### src/design/alu_pkg.sv
// ALU shared types
`default_nettype none

package alu_pkg;

    parameter int DATA_W    = 32;
    parameter int LANE_W    = 8;
    parameter int NUM_LANES = DATA_W / LANE_W;

    typedef logic [DATA_W-1:0]    data_t;
    typedef logic [LANE_W-1:0]    lane_t;
    typedef logic [NUM_LANES-1:0] lane_mask_t;
    typedef logic [2:0]           width_t;    // one-hot, bit 0 byte, bit 2 long
    typedef logic [7:0]           flags_t;    // S Z 0 H 0 V N C

    typedef enum logic [4:0] {
        ALU_MOVE,
        ALU_ADD, ALU_ADC, ALU_SUB, ALU_SBC, ALU_CP,
        ALU_AND, ALU_OR, ALU_XOR, ALU_CPL,
        ALU_RL, ALU_RR, ALU_RLC, ALU_RRC,
        ALU_SLA, ALU_SRA, ALU_SLL, ALU_SRL,
        ALU_SCF, ALU_RCF, ALU_CCF, ALU_ZCF,
        ALU_NOP
    } alu_op_t;

    // nine lane functions, so four bits
    typedef enum logic [3:0] {
        FN_PASS,
        FN_ADD,
        FN_SUB,
        FN_AND,
        FN_OR,
        FN_XOR,
        FN_INV,
        FN_SHL,
        FN_SHR
    } lane_fn_t;

    typedef enum logic [2:0] {
        FC_KEEP,
        FC_ARITH,
        FC_LOGIC_H,     // H set
        FC_LOGIC,       // H clear
        FC_SHL,
        FC_SHR,
        FC_CARRY,
        FC_CPL
    } flag_class_t;

    // carry flag operations
    parameter logic [1:0] CF_SET = 2'd0;
    parameter logic [1:0] CF_CLR = 2'd1;
    parameter logic [1:0] CF_INV = 2'd2;
    parameter logic [1:0] CF_NZ  = 2'd3;

endpackage

`default_nettype wire

### src/design/alu_byte_lane.sv
// ALU byte lane
`timescale 1ns/1ps
`default_nettype none

module alu_byte_lane import alu_pkg::*; #(
    parameter int LANE_IDX = 0
) (
    input  lane_t    a,
    input  lane_t    b,
    input  lane_fn_t fn,
    input  logic     carry_in,
    input  logic     shl_in,
    input  logic     shr_in,
    output lane_t    rslt,
    output logic     carry_out,
    output logic     ovf_out,
    output logic     half_out
);

    localparam int MSB = LANE_W - 1;
    localparam int NIB = LANE_W / 2;

    logic [NIB:0] lo_add;
    logic [NIB:0] hi_add;
    logic [NIB:0] lo_sub;
    logic [NIB:0] hi_sub;
    lane_t        sum;
    lane_t        dif;
    logic         add_ovf;
    logic         sub_ovf;
    logic         nib_c;

    // nibble split gives the half carry for free
    assign lo_add = {1'b0, a[NIB-1:0]} + {1'b0, b[NIB-1:0]} + {{NIB{1'b0}}, carry_in};
    assign hi_add = {1'b0, a[MSB:NIB]} + {1'b0, b[MSB:NIB]} + {{NIB{1'b0}}, lo_add[NIB]};

    // top bit of each difference is the borrow
    assign lo_sub = {1'b0, a[NIB-1:0]} - {1'b0, b[NIB-1:0]} - {{NIB{1'b0}}, carry_in};
    assign hi_sub = {1'b0, a[MSB:NIB]} - {1'b0, b[MSB:NIB]} - {{NIB{1'b0}}, lo_sub[NIB]};

    assign sum = {hi_add[NIB-1:0], lo_add[NIB-1:0]};
    assign dif = {hi_sub[NIB-1:0], lo_sub[NIB-1:0]};

    assign add_ovf = (a[MSB] == b[MSB]) & (sum[MSB] != a[MSB]);
    assign sub_ovf = (a[MSB] != b[MSB]) & (dif[MSB] != a[MSB]);

    always_comb begin
        rslt      = b;      // pass
        carry_out = 1'b0;
        ovf_out   = 1'b0;
        nib_c     = 1'b0;
        case (fn)
            FN_ADD: begin
                rslt      = sum;
                carry_out = hi_add[NIB];
                ovf_out   = add_ovf;
                nib_c     = lo_add[NIB];
            end
            FN_SUB: begin
                rslt      = dif;
                carry_out = hi_sub[NIB];
                ovf_out   = sub_ovf;
                nib_c     = lo_sub[NIB];
            end
            FN_AND: rslt = a & b;
            FN_OR:  rslt = a | b;
            FN_XOR: rslt = a ^ b;
            FN_INV: rslt = ~b;
            FN_SHL: begin
                rslt      = {a[MSB-1:0], shl_in};
                carry_out = a[MSB];
            end
            FN_SHR: begin
                rslt      = {shr_in, a[MSB:1]};
                carry_out = a[0];
            end
            default: ;
        endcase
    end

    // only the bottom lane holds bit 3
    assign half_out = (LANE_IDX == 0) ? nib_c : 1'b0;

endmodule

`default_nettype wire

### src/design/alu_flag_writeback.sv
// ALU flags and write-back
`timescale 1ns/1ps
`default_nettype none

module alu_flag_writeback import alu_pkg::*; #(
    parameter int NUM_LANES = alu_pkg::NUM_LANES,
    parameter int LANE_W    = alu_pkg::LANE_W
) (
    input  logic        clk,
    input  logic        rst,
    input  logic        cen,
    input  width_t      w,
    input  logic        flag_we,
    input  flag_class_t flag_class,
    input  logic [1:0]  carry_fn,
    input  data_t       lane_rslt,
    input  lane_mask_t  lane_carry,
    input  lane_mask_t  lane_ovf,
    input  logic        half,
    output data_t       dout,
    output flags_t      flags,
    output width_t      alu_we,
    output logic        flag_only,
    output logic        carry
);

    lane_mask_t lane_en;
    lane_mask_t top_lane;
    lane_mask_t lane_msb;
    data_t      rslt;
    logic       sign;
    logic       zero;
    logic       parity;
    logic       top_carry;
    logic       top_ovf;
    logic       shift_c;
    logic       flag_s, flag_z, flag_h, flag_v, flag_n;
    logic       nx_s, nx_z, nx_h, nx_v, nx_n, nx_c;
    logic       flag_wel;
    logic       flag_load;

    always_comb begin
        lane_en  = '0;
        top_lane = '0;
        if (w[0]) begin
            lane_en[0]  = 1'b1;
            top_lane[0] = 1'b1;
        end else if (w[1]) begin
            lane_en[1:0] = 2'b11;
            top_lane[1]  = 1'b1;
        end else begin
            lane_en               = '1;
            top_lane[NUM_LANES-1] = 1'b1;
        end
    end

    // zero-extend above the width
    genvar i;
    generate
        for (i = 0; i < NUM_LANES; i++) begin : g_lane
            assign rslt[LANE_W*i +: LANE_W] = lane_en[i] ? lane_rslt[LANE_W*i +: LANE_W] : '0;
            assign lane_msb[i] = rslt[LANE_W*i + LANE_W - 1];
        end
    endgenerate

    assign sign      = |(top_lane & lane_msb);
    assign zero      = rslt == '0;
    assign parity    = ~^rslt[2*LANE_W-1:0];  // even parity of the masked result
    assign top_carry = |(top_lane & lane_carry);
    assign top_ovf   = |(top_lane & lane_ovf);
    assign shift_c   = (flag_class == FC_SHR) ? lane_carry[0] : top_carry;
    assign flag_load = (w != '0) || (flag_we && !flag_wel);

    always_comb begin
        {nx_s, nx_z, nx_h, nx_v, nx_n, nx_c} = {flag_s, flag_z, flag_h, flag_v, flag_n, carry};
        case (flag_class)
            FC_ARITH: begin
                {nx_s, nx_z, nx_h, nx_v} = {sign, zero, half, top_ovf};
                nx_n = carry_fn[0];
                nx_c = shift_c;
            end
            FC_LOGIC_H, FC_LOGIC: begin
                {nx_s, nx_z, nx_v} = {sign, zero, parity};
                nx_h = flag_class == FC_LOGIC_H;
                nx_n = 1'b0;
                nx_c = 1'b0;
            end
            FC_SHL, FC_SHR: begin
                {nx_s, nx_z, nx_h, nx_v} = {sign, zero, 1'b0, parity};
                nx_n = 1'b0;
                nx_c = shift_c;
            end
            FC_CARRY: begin
                nx_n = 1'b0;
                case (carry_fn)
                    CF_SET: {nx_h, nx_c} = 2'b01;
                    CF_CLR: {nx_h, nx_c} = 2'b00;
                    CF_INV: nx_c = ~carry;
                    default: nx_c = ~flag_z;
                endcase
            end
            FC_CPL: begin
                nx_h = 1'b1;
                nx_n = 1'b1;
            end
            default: ;
        endcase
    end

    always_ff @(posedge clk or posedge rst) begin
        if (rst) begin
            dout      <= '0;
            {flag_s, flag_z, flag_h, flag_v, flag_n, carry} <= '0;
            alu_we    <= '0;
            flag_only <= 1'b0;
            flag_wel  <= 1'b0;
        end else if (cen) begin
            flag_wel  <= flag_we;
            alu_we    <= w;
            flag_only <= flag_we;
            if (w != '0)
                dout <= rslt;
            if (flag_load)
                {flag_s, flag_z, flag_h, flag_v, flag_n, carry} <= {nx_s, nx_z, nx_h, nx_v, nx_n, nx_c};
        end
    end

    assign flags = {flag_s, flag_z, 1'b0, flag_h, 1'b0, flag_v, flag_n, carry};

endmodule

`default_nettype wire

### src/design/alu_operand_feed.sv
// ALU operand feed and decode
`timescale 1ns/1ps
`default_nettype none

module alu_operand_feed import alu_pkg::*; #(
    parameter int NUM_LANES = alu_pkg::NUM_LANES,
    parameter int LANE_W    = alu_pkg::LANE_W
) (
    input  data_t       op0,
    input  data_t       op1,
    input  data_t       imm,
    input  logic        sel_imm,
    input  alu_op_t     sel,
    input  width_t      w,
    input  logic        carry,
    output data_t       op_b,
    output lane_fn_t    lane_fn,
    output logic        carry_in0,
    output lane_mask_t  shl_fill,
    output lane_mask_t  shr_fill,
    output flag_class_t flag_class,
    output logic [1:0]  carry_fn
);

    localparam int MSB = NUM_LANES * LANE_W - 1;

    logic       width_msb;
    logic       lsb_fill;
    logic       msb_fill;
    lane_mask_t top_lane;

    assign op_b      = sel_imm ? imm : op1;
    assign width_msb = w[0] ? op0[LANE_W-1] : w[1] ? op0[2*LANE_W-1] : op0[MSB];
    assign lsb_fill  = (sel == ALU_RL) ? carry : (sel == ALU_RLC) ? width_msb : 1'b0;
    assign msb_fill  = (sel == ALU_RR)  ? carry :
                       (sel == ALU_SRA) ? width_msb :
                       (sel == ALU_RRC) ? op0[0] : 1'b0;

    always_comb begin
        top_lane = '0;
        if (w[0])
            top_lane[0] = 1'b1;
        else if (w[1])
            top_lane[1] = 1'b1;
        else
            top_lane[NUM_LANES-1] = 1'b1;
    end

    always_comb begin
        lane_fn    = FN_PASS;   // MOVE and NOP
        flag_class = FC_KEEP;
        carry_fn   = CF_SET;
        carry_in0  = 1'b0;
        case (sel)
            ALU_ADD, ALU_ADC: begin
                lane_fn    = FN_ADD;
                flag_class = FC_ARITH;
                carry_in0  = (sel == ALU_ADC) & carry;
            end
            ALU_SUB, ALU_SBC, ALU_CP: begin
                lane_fn    = FN_SUB;
                flag_class = FC_ARITH;
                carry_fn   = 2'd1;  // bit 0 gives N for arithmetic
                carry_in0  = (sel == ALU_SBC) & carry;
            end
            ALU_AND: begin
                lane_fn    = FN_AND;
                flag_class = FC_LOGIC_H;
            end
            ALU_OR: begin
                lane_fn    = FN_OR;
                flag_class = FC_LOGIC;
            end
            ALU_XOR: begin
                lane_fn    = FN_XOR;
                flag_class = FC_LOGIC;
            end
            ALU_CPL: begin
                lane_fn    = FN_INV;
                flag_class = FC_CPL;
            end
            ALU_RL, ALU_RLC, ALU_SLA, ALU_SLL: begin
                lane_fn    = FN_SHL;
                flag_class = FC_SHL;
            end
            ALU_RR, ALU_RRC, ALU_SRA, ALU_SRL: begin
                lane_fn    = FN_SHR;
                flag_class = FC_SHR;
            end
            ALU_SCF: flag_class = FC_CARRY;
            ALU_RCF: begin
                flag_class = FC_CARRY;
                carry_fn   = CF_CLR;
            end
            ALU_CCF: begin
                flag_class = FC_CARRY;
                carry_fn   = CF_INV;
            end
            ALU_ZCF: begin
                flag_class = FC_CARRY;
                carry_fn   = CF_NZ;
            end
            default: ;
        endcase
    end

    // lane boundary bits, wrapped at the active width
    genvar i;
    generate
        for (i = 0; i < NUM_LANES; i++) begin : g_fill
            if (i == 0) begin : g_lsb
                assign shl_fill[i] = lsb_fill;
            end else begin : g_shl
                assign shl_fill[i] = op0[LANE_W*i-1];
            end
            if (i == NUM_LANES - 1) begin : g_msb
                assign shr_fill[i] = msb_fill;
            end else begin : g_shr
                assign shr_fill[i] = top_lane[i] ? msb_fill : op0[LANE_W*(i+1)];
            end
        end
    endgenerate

endmodule

`default_nettype wire

### src/design/alu_top.sv
// 32-bit lane ALU
`timescale 1ns/1ps
`default_nettype none

module alu_top import alu_pkg::*; #(
    parameter int NUM_LANES = alu_pkg::NUM_LANES,
    parameter int LANE_W    = alu_pkg::LANE_W
) (
    input  logic    clk,
    input  logic    rst,
    input  logic    cen,
    input  data_t   op0,        // destination
    input  data_t   op1,        // source
    input  data_t   imm,
    input  logic    sel_imm,
    input  alu_op_t sel,
    input  width_t  w,
    input  logic    flag_we,
    output data_t   dout,
    output flags_t  flags,
    output width_t  alu_we,
    output logic    flag_only
);

    data_t              op_b;
    lane_fn_t           lane_fn;
    lane_mask_t         shl_fill;
    lane_mask_t         shr_fill;
    flag_class_t        flag_class;
    logic [1:0]         carry_fn;
    logic               carry;
    logic               carry_in0;
    data_t              lane_rslt;
    lane_mask_t         lane_carry;
    lane_mask_t         lane_ovf;
    lane_mask_t         lane_half;

    alu_operand_feed #(.NUM_LANES(NUM_LANES), .LANE_W(LANE_W)) u_feed (
        .op0        (op0),
        .op1        (op1),
        .imm        (imm),
        .sel_imm    (sel_imm),
        .sel        (sel),
        .w          (w),
        .carry      (carry),
        .op_b       (op_b),
        .lane_fn    (lane_fn),
        .carry_in0  (carry_in0),
        .shl_fill   (shl_fill),
        .shr_fill   (shr_fill),
        .flag_class (flag_class),
        .carry_fn   (carry_fn)
    );

    genvar i;
    generate
        for (i = 0; i < NUM_LANES; i++) begin : g_lane
            logic cin;
            logic cout;     // carry to the next lane
            if (i == 0) begin : g_first
                assign cin = carry_in0;
            end else begin : g_next
                assign cin = g_lane[i-1].cout;
            end
            alu_byte_lane #(.LANE_IDX(i)) u_lane (
                .a         (op0[LANE_W*i +: LANE_W]),
                .b         (op_b[LANE_W*i +: LANE_W]),
                .fn        (lane_fn),
                .carry_in  (cin),
                .shl_in    (shl_fill[i]),
                .shr_in    (shr_fill[i]),
                .rslt      (lane_rslt[LANE_W*i +: LANE_W]),
                .carry_out (cout),
                .ovf_out   (lane_ovf[i]),
                .half_out  (lane_half[i])
            );
            assign lane_carry[i] = cout;
        end
    endgenerate

    // upper lanes drive half_out low
    alu_flag_writeback #(.NUM_LANES(NUM_LANES), .LANE_W(LANE_W)) u_wb (
        .clk (clk), .rst (rst), .cen (cen),
        .w (w), .flag_we (flag_we), .flag_class (flag_class), .carry_fn (carry_fn),
        .lane_rslt (lane_rslt), .lane_carry (lane_carry), .lane_ovf (lane_ovf),
        .half (|lane_half),
        .dout (dout), .flags (flags), .alu_we (alu_we), .flag_only (flag_only),
        .carry (carry)
    );

endmodule

`default_nettype wire

### config.mk
export PLATFORM = sky130hd
export DESIGN_NAME = alu_top
export DESIGN_NICKNAME = d
export VERILOG_FILES = /design/src/design/alu_pkg.sv /design/src/design/alu_byte_lane.sv /design/src/design/alu_flag_writeback.sv /design/src/design/alu_operand_feed.sv /design/src/design/alu_top.sv
export SDC_FILE = /design/constraint.sdc
export NUM_CORES = 1
export LEC_CHECK = 0
export BUFFER_PORTS_ARGS = -buffer_cell sky130_fd_sc_hd__buf_2
export CAP_MARGIN = 20
export CORE_MARGIN = 2
export CORE_UTILIZATION = 35
export CTS_CLUSTER_SIZE = 16
export DETAILED_ROUTE_END_ITERATION = 6
export PLACE_DENSITY_LB_ADDON = 0.2
export RECOVER_POWER = 25
export SETUP_SLACK_MARGIN = 0.5
export SLEW_MARGIN = 20
export SYNTH_ARGS = -nofsm -noshare
export SYNTH_HDL_FRONTEND = slang
export SYNTH_HIERARCHICAL = 1
export SYNTH_SLANG_ARGS = --single-unit
### constraint.sdc
create_clock -name clk -period 11.33 [get_ports clk]
set_clock_uncertainty 0.15 [all_clocks]
set_input_delay 1.133 -clock clk [delete_from_list [all_inputs] [get_ports clk]]
set_output_delay 1.133 -clock clk [all_outputs]
set_load 0.05 [all_outputs]
==> results of run 1 <==
## layout make-up
type,instances,share of cell area (%)
Inverter,132,4.29
Clock inverter,3,0.215
Multi-Input combinational cell,914,67.0
Tap cell,341,3.67
Timing Repair Buffer,272,14.7
Sequential cell,42,9.05
Clock buffer,5,1.08
## stage by stage
| step | cell area (sq um) | hold WS [ps] | TNS (ps) | util [%] |
|---|---|---|---|---|
| 2_1_floorplan | 9750 | 301 | -3470 | - |
| 3_3_place_gp | 11200 | 310 | -9490 | 41.3 |
| 3_5_place_dp | 11200 | 318 | -11510 | 41.3 |
| 4_1_cts | 11500 | 336 | -6540 | 42.6 |
| 5_1_grt | 11600 | 360 | -12200 | 43.0 |
| 6_report | 11600 | 330 | -7280 | 43.0 |
## routing by layer
layer	track usage, %	vias to the layer above	wire length [microns]
met5	0	-	0
met4	4.16	0	509
met3	2.37	32	1550
met2	38.2	287	15500
met1	29.3	4459	14300
li1	-	4569	-
## path summary, 6_finish.rpt
check	end	slack, ps	cells past startpoint	start
setup / recovery	u_wb/flag_z	-1220	59	sel[2]
hold / removal	u_wb/dout[7]	330	2	u_wb/dout[7]
setup reg to reg	u_wb/flag_z	-670	57	u_wb/carry
hold reg to reg	u_wb/dout[7]	330	2	u_wb/dout[7]
max in group asynchronous	u_wb/dout[4]	7670	3	rst
min in group asynchronous	u_wb/dout[23]	1740	3	rst
## placed cells by master (no fill, tap or decap), types with 6 or more instances in the layout
cell / instances
buf_2: 147
inv_1: 127
buf_4: 118
ha_1: 112
nand2_1: 86
a21oi_1: 63
o21ai_0: 59
nor2_1: 43
dfrtp_1: 42
mux2_2: 41
nand2b_1: 34
a22o_1: 23
xnor2_1: 22
nor2b_1: 20
mux2i_1: 19
o21ai_1: 17
nand3_1: 17
xor2_1: 16
o22ai_1: 16
fa_2: 16
fa_1: 16
a211oi_1: 15
a21o_1: 13
nor3b_1: 13
nor3_1: 13
a22oi_1: 12
a31oi_1: 11
a221oi_1: 10
a2bb2oi_1: 9
a32oi_1: 9
and3_1: 7
o21ai_2: 7
o221ai_1: 6
o32ai_1: 6
mux4_2: 6
nand3b_1: 6
o211ai_1: 6
## worst register-to-register path: cells and delay by family (launching register included)
family | cells | cell delay [ps]
adders and majority gates | 16 | 5910
AOI/OAI and AO/OA | 15 | 2040
and+or+nand+nor | 13 | 1700
xor gates and xnor gates | 7 | 970
buffers and inverters | 5 | 450
DFF | 1 | 400
muxes | 1 | 280
## sequential cells by signal, indices dropped and copies added, names as in the netlist
name / flops
u_wb/alu_we: 3
u_wb/carry: 1
u_wb/dout: 32
u_wb/flag_h: 1
u_wb/flag_n: 1
u_wb/flag_only: 1
u_wb/flag_s: 1
u_wb/flag_v: 1
u_wb/flag_z: 1
## power by group through the flow
| stage | registers [uW] | logic (uW) | clock network [uW] |
|---|---|---|---|
| global route | 187 | 873 | 180 |
| floorplan | 243 | 491 | 0 |
| finish | 184 | 799 | 168 |
| detailed placement | 187 | 758 | 0 |
| CTS | 184 | 781 | 173 |
| global placement | 186 | 755 | 0 |
## timing repair
| action | in CTS | in global routing |
|---|---|---|
| gates resized for setup | 33 | 10 |
| cloned | 0 | 0 |
| buffers inserted | 9 | 7 |
| endpoints found under the setup margin | 12 | 12 |
| pin swaps | 16 | 5 |
| hold buffers | 0 | 0 |
==> results, run 1 <==
- The run finished, with violations left.
- The final reports fail on capacitance limit, slew limit, setup timing.
- The overall global routing resource usage is 21.9%.
- The average routed wire per standard cell is between 15 and 20 microns.
- TritonCTS built the clock tree.
- The width of the die is 170 microns.
- Data on the critical path is required at its endpoint by 11,390 ps.
- The internal portion of the total power is 587 uW.
- The antenna violation net count after detailed routing is 0.
- The count of port buffers added during placement is 150.
- After clock tree synthesis, the clock-pin slew on the worst setup and hold paths is 80 ps.
- The clock network accounts for 14.6% of the total power.
- The static leakage is 0.00542 uW.
- The pre-CTS worst setup slack is -1740 ps.
- The initial antenna violation count came to 0.
- The multi-input gate area in the final layout is 7780 sq um.
- The core footprint is 27,000 sq um.
- VDD sags by at most about 0.056 mV.
- The library cell used as clock root buffer is clkbuf_16.
- Across all layers, the routed design uses 9,347 vias.
- After detailed routing, the number of remaining DRC violations is 0.
- Per report_power, the combinational group accounts for 69.4% of the total.
- Wires add up to 31.8 mm.
- The half-perimeter wire length after placement is 24.2 mm.
- In this run the worst path has a maximum fanout of 3.
- The TritonCTS buffer count is 5.
- The routed design could run at a clock period as short as 12,550 ps.
- After filler insertion, the fill cell instance count of the layout stands at around 2,700.
- Once routing completed, OpenROAD measured the worst setup slack at -1220 ps.
- The global-route wire length before repair is 50.2 mm.
- The synthesized area per cell is 8.19 sq um.
- Setup repair after global routing could not meet its margin everywhere.
- In the final design database the tool counted 1,622 nets.
- For the worst setup path, the data arrival time is roughly 13,000 ps.
- Pin placement for this block handled 153 I/O pins.
- The count of maximum capacitance violations is 1.
- The die covers 28,900 sq um.
- In this run the power density over the cells is just under 100 nW/um^2.
- The count of endpoints failing hold in the final timing report is 0.
- The number of levels the H-tree was split into is 2.
- The number of placed instances, taps included, is 1,685.
- The part of the total power dissipated in sequential elements is 16.0%.
- The clock net in this run drives a total of between 40 and 50 sinks.
- The layout overhead on the synthesized area is 20.3%.
- In this run, the number of DRC markers left after iteration 0 of detailed routing was approximately 680.
- The pin count of the biggest net entering global routing is approximately 80.
- The number of global-route vias before repair is 9,196.
- The share of final-layout standard cells stronger than drive strength 1 is 31.2%.
- The final-report setup violation count is 8.
- The combined area of all synthesized cells is about 9700 sq um.
- The Yosys warning count is 6.
- The switching share of total power is 49.1%.
- For the worst-skew pair, the clock arrives at the later sink with an insertion delay of 310 ps.
- The buffers plus inverters on the worst setup path is 6.
- The remaining global-route overflow is 0.
- STA classifies the critical path endpoint as a flop.
- The number of diodes is 0.
- The row count is 60.
- Based on the critical path, the design can be clocked at up to 79.7 MHz.
- Grouping stages by cell kind, the critical path spends the most delay in adder cells.
- The final count of pins violating max slew is 43.
- The floorplan step set the die height to 170 microns.
- The fraction of the cycle the final worst path needs is 111%.
- Among all stages on the critical path, the largest delay is contributed by fa_1.
- The element type at the critical path start is a primary input.
- The post-synthesis instance total is between 1,000 and 1,500.
- By instance count, the cell type seen most on the critical path is fa_2.
- The largest incremental delay on the critical path is slightly below 500 ps.
- After detailed routing, the number of vias per cell comes to 5.47.
- Once the floorplan was initialized, standard cells occupied 35.7% of the core.
- The routability congestion estimate is just under 0.9.
- The path type of the worst setup path is primary input to flop.
- The first detailed-routing pass ran for 5 iterations.
- The pin slew with the least headroom to its limit is 2860 ps.
- The sequential cells in the finished layout cover a total of 1050 sq um.
- The total power draw is 1150 uW.
- Headroom to the max-slew limit came out at -90.4%.
- In this run the worst hold path is classified as flop to flop.
- In this run the power spent charging and discharging nets is approximately 560 uW.
- The maximum root-to-sink buffer count is 2.
- The number of standard cells in the final layout excluding fillers is between 1,500 and 2,000.
No activity file was read; power rests on OpenSTA's default activity.
==> inputs of run 2 (changes only) <==
RECOVER_POWER = 50   (was 25)
==> results, run 2 (same netlist as run 1, synthesis figures left out) <==
- The flow ran to the end, but the final reports show violations.
- The final reports fail on capacitance limit, slew limit, setup timing.
- In this run the count of I/O pins placed on the die edge is 153.
- In the final routed layout, each cell accounts on average for 18.6 microns.
- Clock latency on the worst-skew pair, taken at its later pin, is 310 ps.
- The TritonCTS clock tree is done.
- Global routing consumed, on the met2 layer, a little under two fifths of the routing resources.
- Across the VDD grid, the largest voltage drop is 0.0558 mV.
- The arrival time at the worst endpoint is between 10,000 and 15,000 ps.
- The accumulated negative setup slack is -7310 ps.
- The most frequent standard cell in the layout excluding fill and tap cells is buf_2.
- The width of the die is about 170 microns.
- The count of endpoints failing hold in the final timing report was 0.
- The largest individual stage delay along the critical path comes from the cell fa_1.
- In this run the vertical extent of the chip is 170 microns.
- The pin count of the biggest net entering global routing is 78.
- The count of port buffers added during placement is 150.
- Using the TritonRoute via totals, the vias-per-cell ratio works out to approximately 5.5.
- Row generation in the floorplan step produced 60 rows.
- The tool flagged a number of max-cap violations equal to 1.
- The dominant delay contributor by cell family on the critical path is adder cells.
- Global routing used 21.9% of the available tracks.
- The setup slack of the critical path after layout is -1220 ps.
- Power spread over the standard cell area amounts to 99.1 nW/um^2.
- The number of global-route vias before repair came to about 9,200.
- The worst-path maximum fanout is 3.
- The normalized max-slew margin is -92.1%.
- The path type of the worst min-delay path is flop to flop.
- Leaving out fill and tap cells, the most frequent cells in the layout are buf_2 (136), inv_1 (127), buf_4 (118), ha_1 (112), nand2_1 (86).
- The cell area reported after detailed placement is 11,200 sq um.
- The routed design could run at a clock period as short as 12,550 ps.
- The half-perimeter wire length after placement is 24.2 mm.
- In this run the register-to-register setup slack is -680 ps.
- The region available for standard cell placement spans 27,000 sq um.
- The final-report setup violation count is 8.
- For this run, the post-layout net count is 1,622.
- The element type at the critical path start is a primary input.
- The share of final-layout standard cells stronger than drive strength 1 is a little over 30%.
- Leaving out filler cells and counting taps, the final layout contains between 1,500 and 2,000.
- In this run the number of H-tree levels came out at 2.
- The register with the most flip-flops in the final layout is u_wb/dout.
- The remaining global-route overflow is 0.
- The critical path in this run is classified as primary input to flop.
- The global-route wire length before repair is between 50 and 60 mm.
- The total via count after detailed routing is 9,360.
- In this run, the number of DRC markers left after iteration 0 of detailed routing was 678.
- The clock passes through at most 2 buffers.
- Once detail routing completed, the nets flagged for antenna violations numbered 0.
- The register with the most flip-flops in the layout has 32 of them.
- The die covers a little under 30,000 sq um.
- Sequential cells burn between 15 and 20% of the power.
- The relative contribution of the clock network to total power is 14.7%.
- For met1 alone, demand over resource in global routing was 29.3%.
- STA classifies the critical path endpoint as a flop.
- The clock net sink count is 42.
- For the worst setup path, the data required time is 11,390 ps.
- From synthesis to final layout, the design area changed by 20.1%.
- Net switching is ~50% of the power.
- The wire length reported by the detailed router is approximately 32 mm.
- The buffers plus inverters on the worst setup path is 6.
- The first detailed-routing pass ran for 5 iterations.
- In the final layout, the registers with the most flip-flops are u_wb/dout: 32 flops, u_wb/alu_we: 3 flops.
- The static leakage is 0.00538 uW.
- Among the stages of the critical path, the cell type that occurs most often is fa_2.
- The starting density of the core is 35.7%.
- The TritonCTS buffer count is 5.
- The initial antenna violation count is 0.
- For this run, the share of the core covered by cells in the final layout is 42.9%.
- The final count of pins violating max slew is between 40 and 50.
- The busiest metal layer after global routing is met2.
- The summed area of non-filler cells in the final layout is between 10,000 and 15,000 sq um.
- Clock-pin slew was measured on the worst setup and hold paths at 80 ps.
- The maximum operating frequency is 79.7 MHz.
- Including well taps, the total number of placed cells is roughly 1,700.
- The fraction of the cycle the final worst path needs is 111%.
- The worst hold slack across all endpoints is around 330 ps.
- In this run the clock root is driven by a clkbuf_16.
- The met3 layer usage reported by global route is around 2.4%.
- The repair_antennas step left the layout with diodes totalling 0.
- The pin slew with the least headroom to its limit is 2880 ps.
- Setup repair after global routing could not meet its margin everywhere.
- Summed over all nets, the switching power comes to 565 uW.
- The combinational share of power is between 60% and 70%.
- On the worst path, the slowest cell contributes a delay of 480 ps.
- The number of DRC violations after detailed routing is 0.
- The routability congestion estimate is 0.870.
- The internal power is 584 uW.
-- run 2: changes by cell type in the layout (fill, tap and decap cells not counted), sizes merged --
| cell | previous run | this run |
|---|---|---|
| clkbuf | 6 | 17 |
| buf | 271 | 260 |
-- run 2: worst paths after layout --
| path | from | end | cells past startpoint |
|---|---|---|---|
| worst min-delay path | u_wb/dout[11] | u_wb/dout[11] | 2 |
| worst min register to register | u_wb/dout[11] | u_wb/dout[11] | 2 |
| worst max register to register | u_wb/carry | u_wb/flag_z | 57 |
| max in group asynchronous | rst | u_wb/dout[4] | 3 |
| min in group asynchronous | rst | u_wb/dout[23] | 3 |
| worst max-delay path | sel[2] | u_wb/flag_z | 59 |
-- run 2: worst reg2reg max path, delay by kind of cell, from the launching register on --
kind,cells,cell delay (ps)
adder cells (fa/ha/maj),16,5910
AO/OA/AOI/OAI,15,2040
AND/OR/NAND/NOR,13,1700
XOR/XNOR,7,970
buffers and inverters,5,450
flip-flops,1,400
multiplexers,1,280
-- run 2: power groups by stage --
| stage | clock, uW | combinational [uW] | sequential (uW) |
|---|---|---|---|
| detailed placement | 0 | 758 | 187 |
| global placement | 0 | 755 | 186 |
| floorplan | 0 | 491 | 243 |
| global route | 180 | 871 | 187 |
| finish | 168 | 797 | 184 |
| CTS | 173 | 781 | 184 |
-- run 2: metrics by stage --
stage	total power, uW	worst slack (ps)
finish	1150	-1220
global route	1240	-1810
CTS	1140	-1150
detailed placement	945	-1740
global placement	941	-1530
floorplan	733	-803
-- run 2: area by class of cell --
type / count / area (sq um)
clock buffers: 5 / 125
inverters: 132 / 498
repair buffers: 272 / 1700
flip-flops and latches: 42 / 1050
fillers: 2740 / 15400
clock inverters: 3 / 25.0
multi-input cells: 914 / 7780
well taps: 341 / 427
-- run 2: repair_timing --
item                                    in CTS  in global routing
endpoints found under the setup margin      12                 12
cloned                                       0                  0
hold buffers                                 0                  0
buffers inserted                             9                  7
gates resized for setup                     33                 10
pin swaps                                   16                  5
-- run 2: per-layer routing --
layer / wire length, microns / part of all wire, %
met5: 0 / 0
met4: 517 / 1.6
met3: 1510 / 4.7
met2: 15500 / 49
met1: 14300 / 45
==> inputs of run 3 (changes only) <==
BUFFER_PORTS_ARGS = -buffer_cell sky130_fd_sc_hd__clkbuf_2   (was -buffer_cell sky130_fd_sc_hd__buf_2)
==> results, run 3 (same netlist as run 1, synthesis figures left out) <==
- The count of endpoints failing hold in the final timing report is 0.
- The multi-input gate area in the final layout is between 7000 and 8000 sq um.
- After detailed placement, the design holds a cell count of about 1,700.
- The worst hold slack across all endpoints is between 300 and 400 ps.
- The worst supply voltage drop on vdd is 0.0739 mV.
- The internal power is 640 uW.
- The number of flip-flops in the largest register is 32.
- The clock net sink count is 42.
- The initial antenna violation count came to 1.
- The finished cells cover approximately 12,000 sq um.
- The global-route wire length before repair is between 50 and 60 mm.
- The top register by number of flip-flops is u_wb/dout.
- The HPWL after detailed placement is 24.5 mm.
- The static leakage is 0.00543 uW.
- The final core utilization is between 40% and 50%.
- CTS placed an instance of clkbuf_16 at the clock tree root.
- The normalized max-slew margin is -89.7%.
- The clock period minus worst slack is 12,620 ps.
- The core region is 27,000 sq um.
- The ratio of total power to cell area is slightly above 100 nW/um^2.
- From left edge to right edge, the die measures 170 microns.
- The initial utilization of the core area, before any placement, comes to 35.7%.
- Among all stages on the critical path, the largest delay is contributed by fa_1.
- In this run the worst hold path is classified as flop to flop.
- Counting the fill cells in the layout gives 2,806.
- The relative contribution of the clock network to total power is 17.8%.
- The setup slack of the critical path after layout is -1290 ps.
- The clock latency on the worst-skew pair is 310 ps.
- The floorplan has 60 rows.
- Excluding fillers, the count of instances in the completed layout stands at between 1,500 and 2,000.
- Counting stages on the worst path, the most repeated cell is fa_2.
- The number of global-route vias before repair came to between 9,000 and 10,000.
- CTS built an H-tree with a depth of 2.
- The final-report setup violation count is 9.
- Clock-pin slew was measured on the worst setup and hold paths at 70 ps.
- The wire length reported by the detailed router is about 32 mm.
- The largest registers in the layout are u_wb/dout: 32 flops, u_wb/alu_we: 3 flops.
- The number of DRC violations after detailed routing is 0.
- The number of vias per cell after detailed routing is 5.51.
- The routed layout has between 9,000 and 10,000 vias.
- Data on the critical path is required at its endpoint by 11,380 ps.
- The most frequent standard cell in the layout excluding fill and tap cells is clkbuf_2.
- The number of diodes is 0.
- Entering global routing, the biggest net connects 71 pins.
- Of the available clock period, the critical path in the final layout requires 111%.
- The layout overhead on the synthesized area is 21.3%.
- The endpoint type of the worst setup path is a flop.
- The share of final-layout standard cells stronger than drive strength 1 is 30.6%.
- At the worst endpoint, the arrival time is 12,670 ps.
- For this run, the total global-route usage over all layers was measured as between 20% and 30%.
- The net count of the finished layout is 1,628.
- The final count of pins violating max slew is 43.
- For the pin with the worst max-slew slack, the measured transition is 2850 ps.
- The antenna violation net count after detailed routing is 0.
- Setup repair after global routing could not meet its margin everywhere.
- Before antenna repair, the detailed router went through 5 iterations.
- Routability-driven placement finished with a final weighted congestion of just under 0.9.
- The remaining global-route overflow is 0.
- Of the total power, the share spent switching nets is 46.9%.
- In the final routed layout, each cell accounts on average for 18.8 microns.
- The analysis attributes to net switching a power of 566 uW.
- The combinational share of power is roughly 67%.
- For this design the top-level I/O count stands at approximately 150.
- The die area is 28,900 sq um.
- The cell area reported after detailed placement is 11,200 sq um.
- The run finished, with violations left.
- The library cells used most frequently in the layout, excluding fill and tap cells, are clkbuf_2 (137), inv_1 (126), buf_4 (113), ha_1 (112), nand2_1 (87).
- Per report_power, the sequential group accounts for approximately 15% of the total.
- The count of maximum capacitance violations is 1.
- The largest incremental delay on the critical path is 490 ps.
- The floorplan die height is approximately 170 microns.
- TritonCTS built the clock tree.
- The worst setup path is of the primary input to flop kind.
- During placement, the flow inserted port buffers numbering 150.
- STA classifies the critical path startpoint as a primary input.
- The maximum root-to-sink buffer count is 2.
- The maximum operating frequency is just under 80 MHz.
- The detailed router finished its first iteration with 599 violations.
- The checks that failed: capacitance limit, slew limit, setup timing.
- Summing all flip-flop and latch instances after layout gives 1050 sq um.
- In this run the worst path has a maximum fanout of 3.
- Buffers inserted during clock tree synthesis total 5.
==> run 3: changes by cell type in the layout (fill, tap and decap cells not counted), sizes merged <==
cell / change
clkinvlp: -1
inv: -1
clkbuf: +138
clkinv: -1
bufinv: +2
buf: -131
==> run 3: power by group through the flow <==
stage,Sequential (uW),Clock (uW),Combinational (uW)
detailed placement,189,0,758
CTS,186,221,786
global route,189,226,881
finish,186,215,804
floorplan,243,0,491
global placement,189,0,753
==> run 3: final timing paths <==
path / startpoint / to / slack (ps) / cells after the start
max reg2reg: u_wb/carry / u_wb/flag_z / -780 / 57
min: u_wb/dout[14] / u_wb/dout[14] / 340 / 2
min reg2reg: u_wb/dout[14] / u_wb/dout[14] / 340 / 2
max in group asynchronous: rst / u_wb/dout[12] / 7710 / 3
max: sel[1] / u_wb/flag_z / -1290 / 59
min in group asynchronous: rst / u_wb/alu_we[2] / 1730 / 3
==> run 3: final cells by class <==
class / instances / area share (%)
clock inverter: 2 / 0.512
timing repair buffer: 278 / 15.1
clock buffer: 6 / 1.18
multi-input combinational: 914 / 66.3
sequential: 42 / 8.97
inverter: 132 / 4.25
tap: 341 / 3.64
==> run 3: through the flow <==
step	power, uW	setup TNS, ps	worst slack [ps]
floorplan	733	-3470	-803
global placement	942	-9530	-1540
detailed placement	947	-11480	-1800
CTS	1190	-7770	-1190
global route	1300	-14790	-1890
finish	1210	-8420	-1290
==> run 3: metal layers <==
| layer | GRT usage [%] | share of wire [%] | vias up |
|---|---|---|---|
| met4 | 4.50 | 1.4 | 2 |
| met1 | 28.9 | 45 | 4539 |
| met2 | 39.0 | 49 | 280 |
| met3 | 2.51 | 4.8 | 36 |
| met5 | 0 | 0.025 | - |
| li1 | - | - | 4586 |
==> run 3: what timing repair did <==
item,CTS,global route
gates resized for setup,32,17
setup buffers,14,9
pin swaps,15,6
setup endpoints to repair,12,12
hold buffers,0,0
==> run 3: worst max-delay path, delay by kind of cell <==
family / cells / cell delay (ps)
XOR/XNOR: 7 / 920
AO/OA/AOI/OAI: 15 / 2110
multiplexers: 1 / 270
AND/OR/NAND/NOR: 14 / 1750
adder cells (fa/ha/maj): 16 / 5930
buffers and inverters: 6 / 540
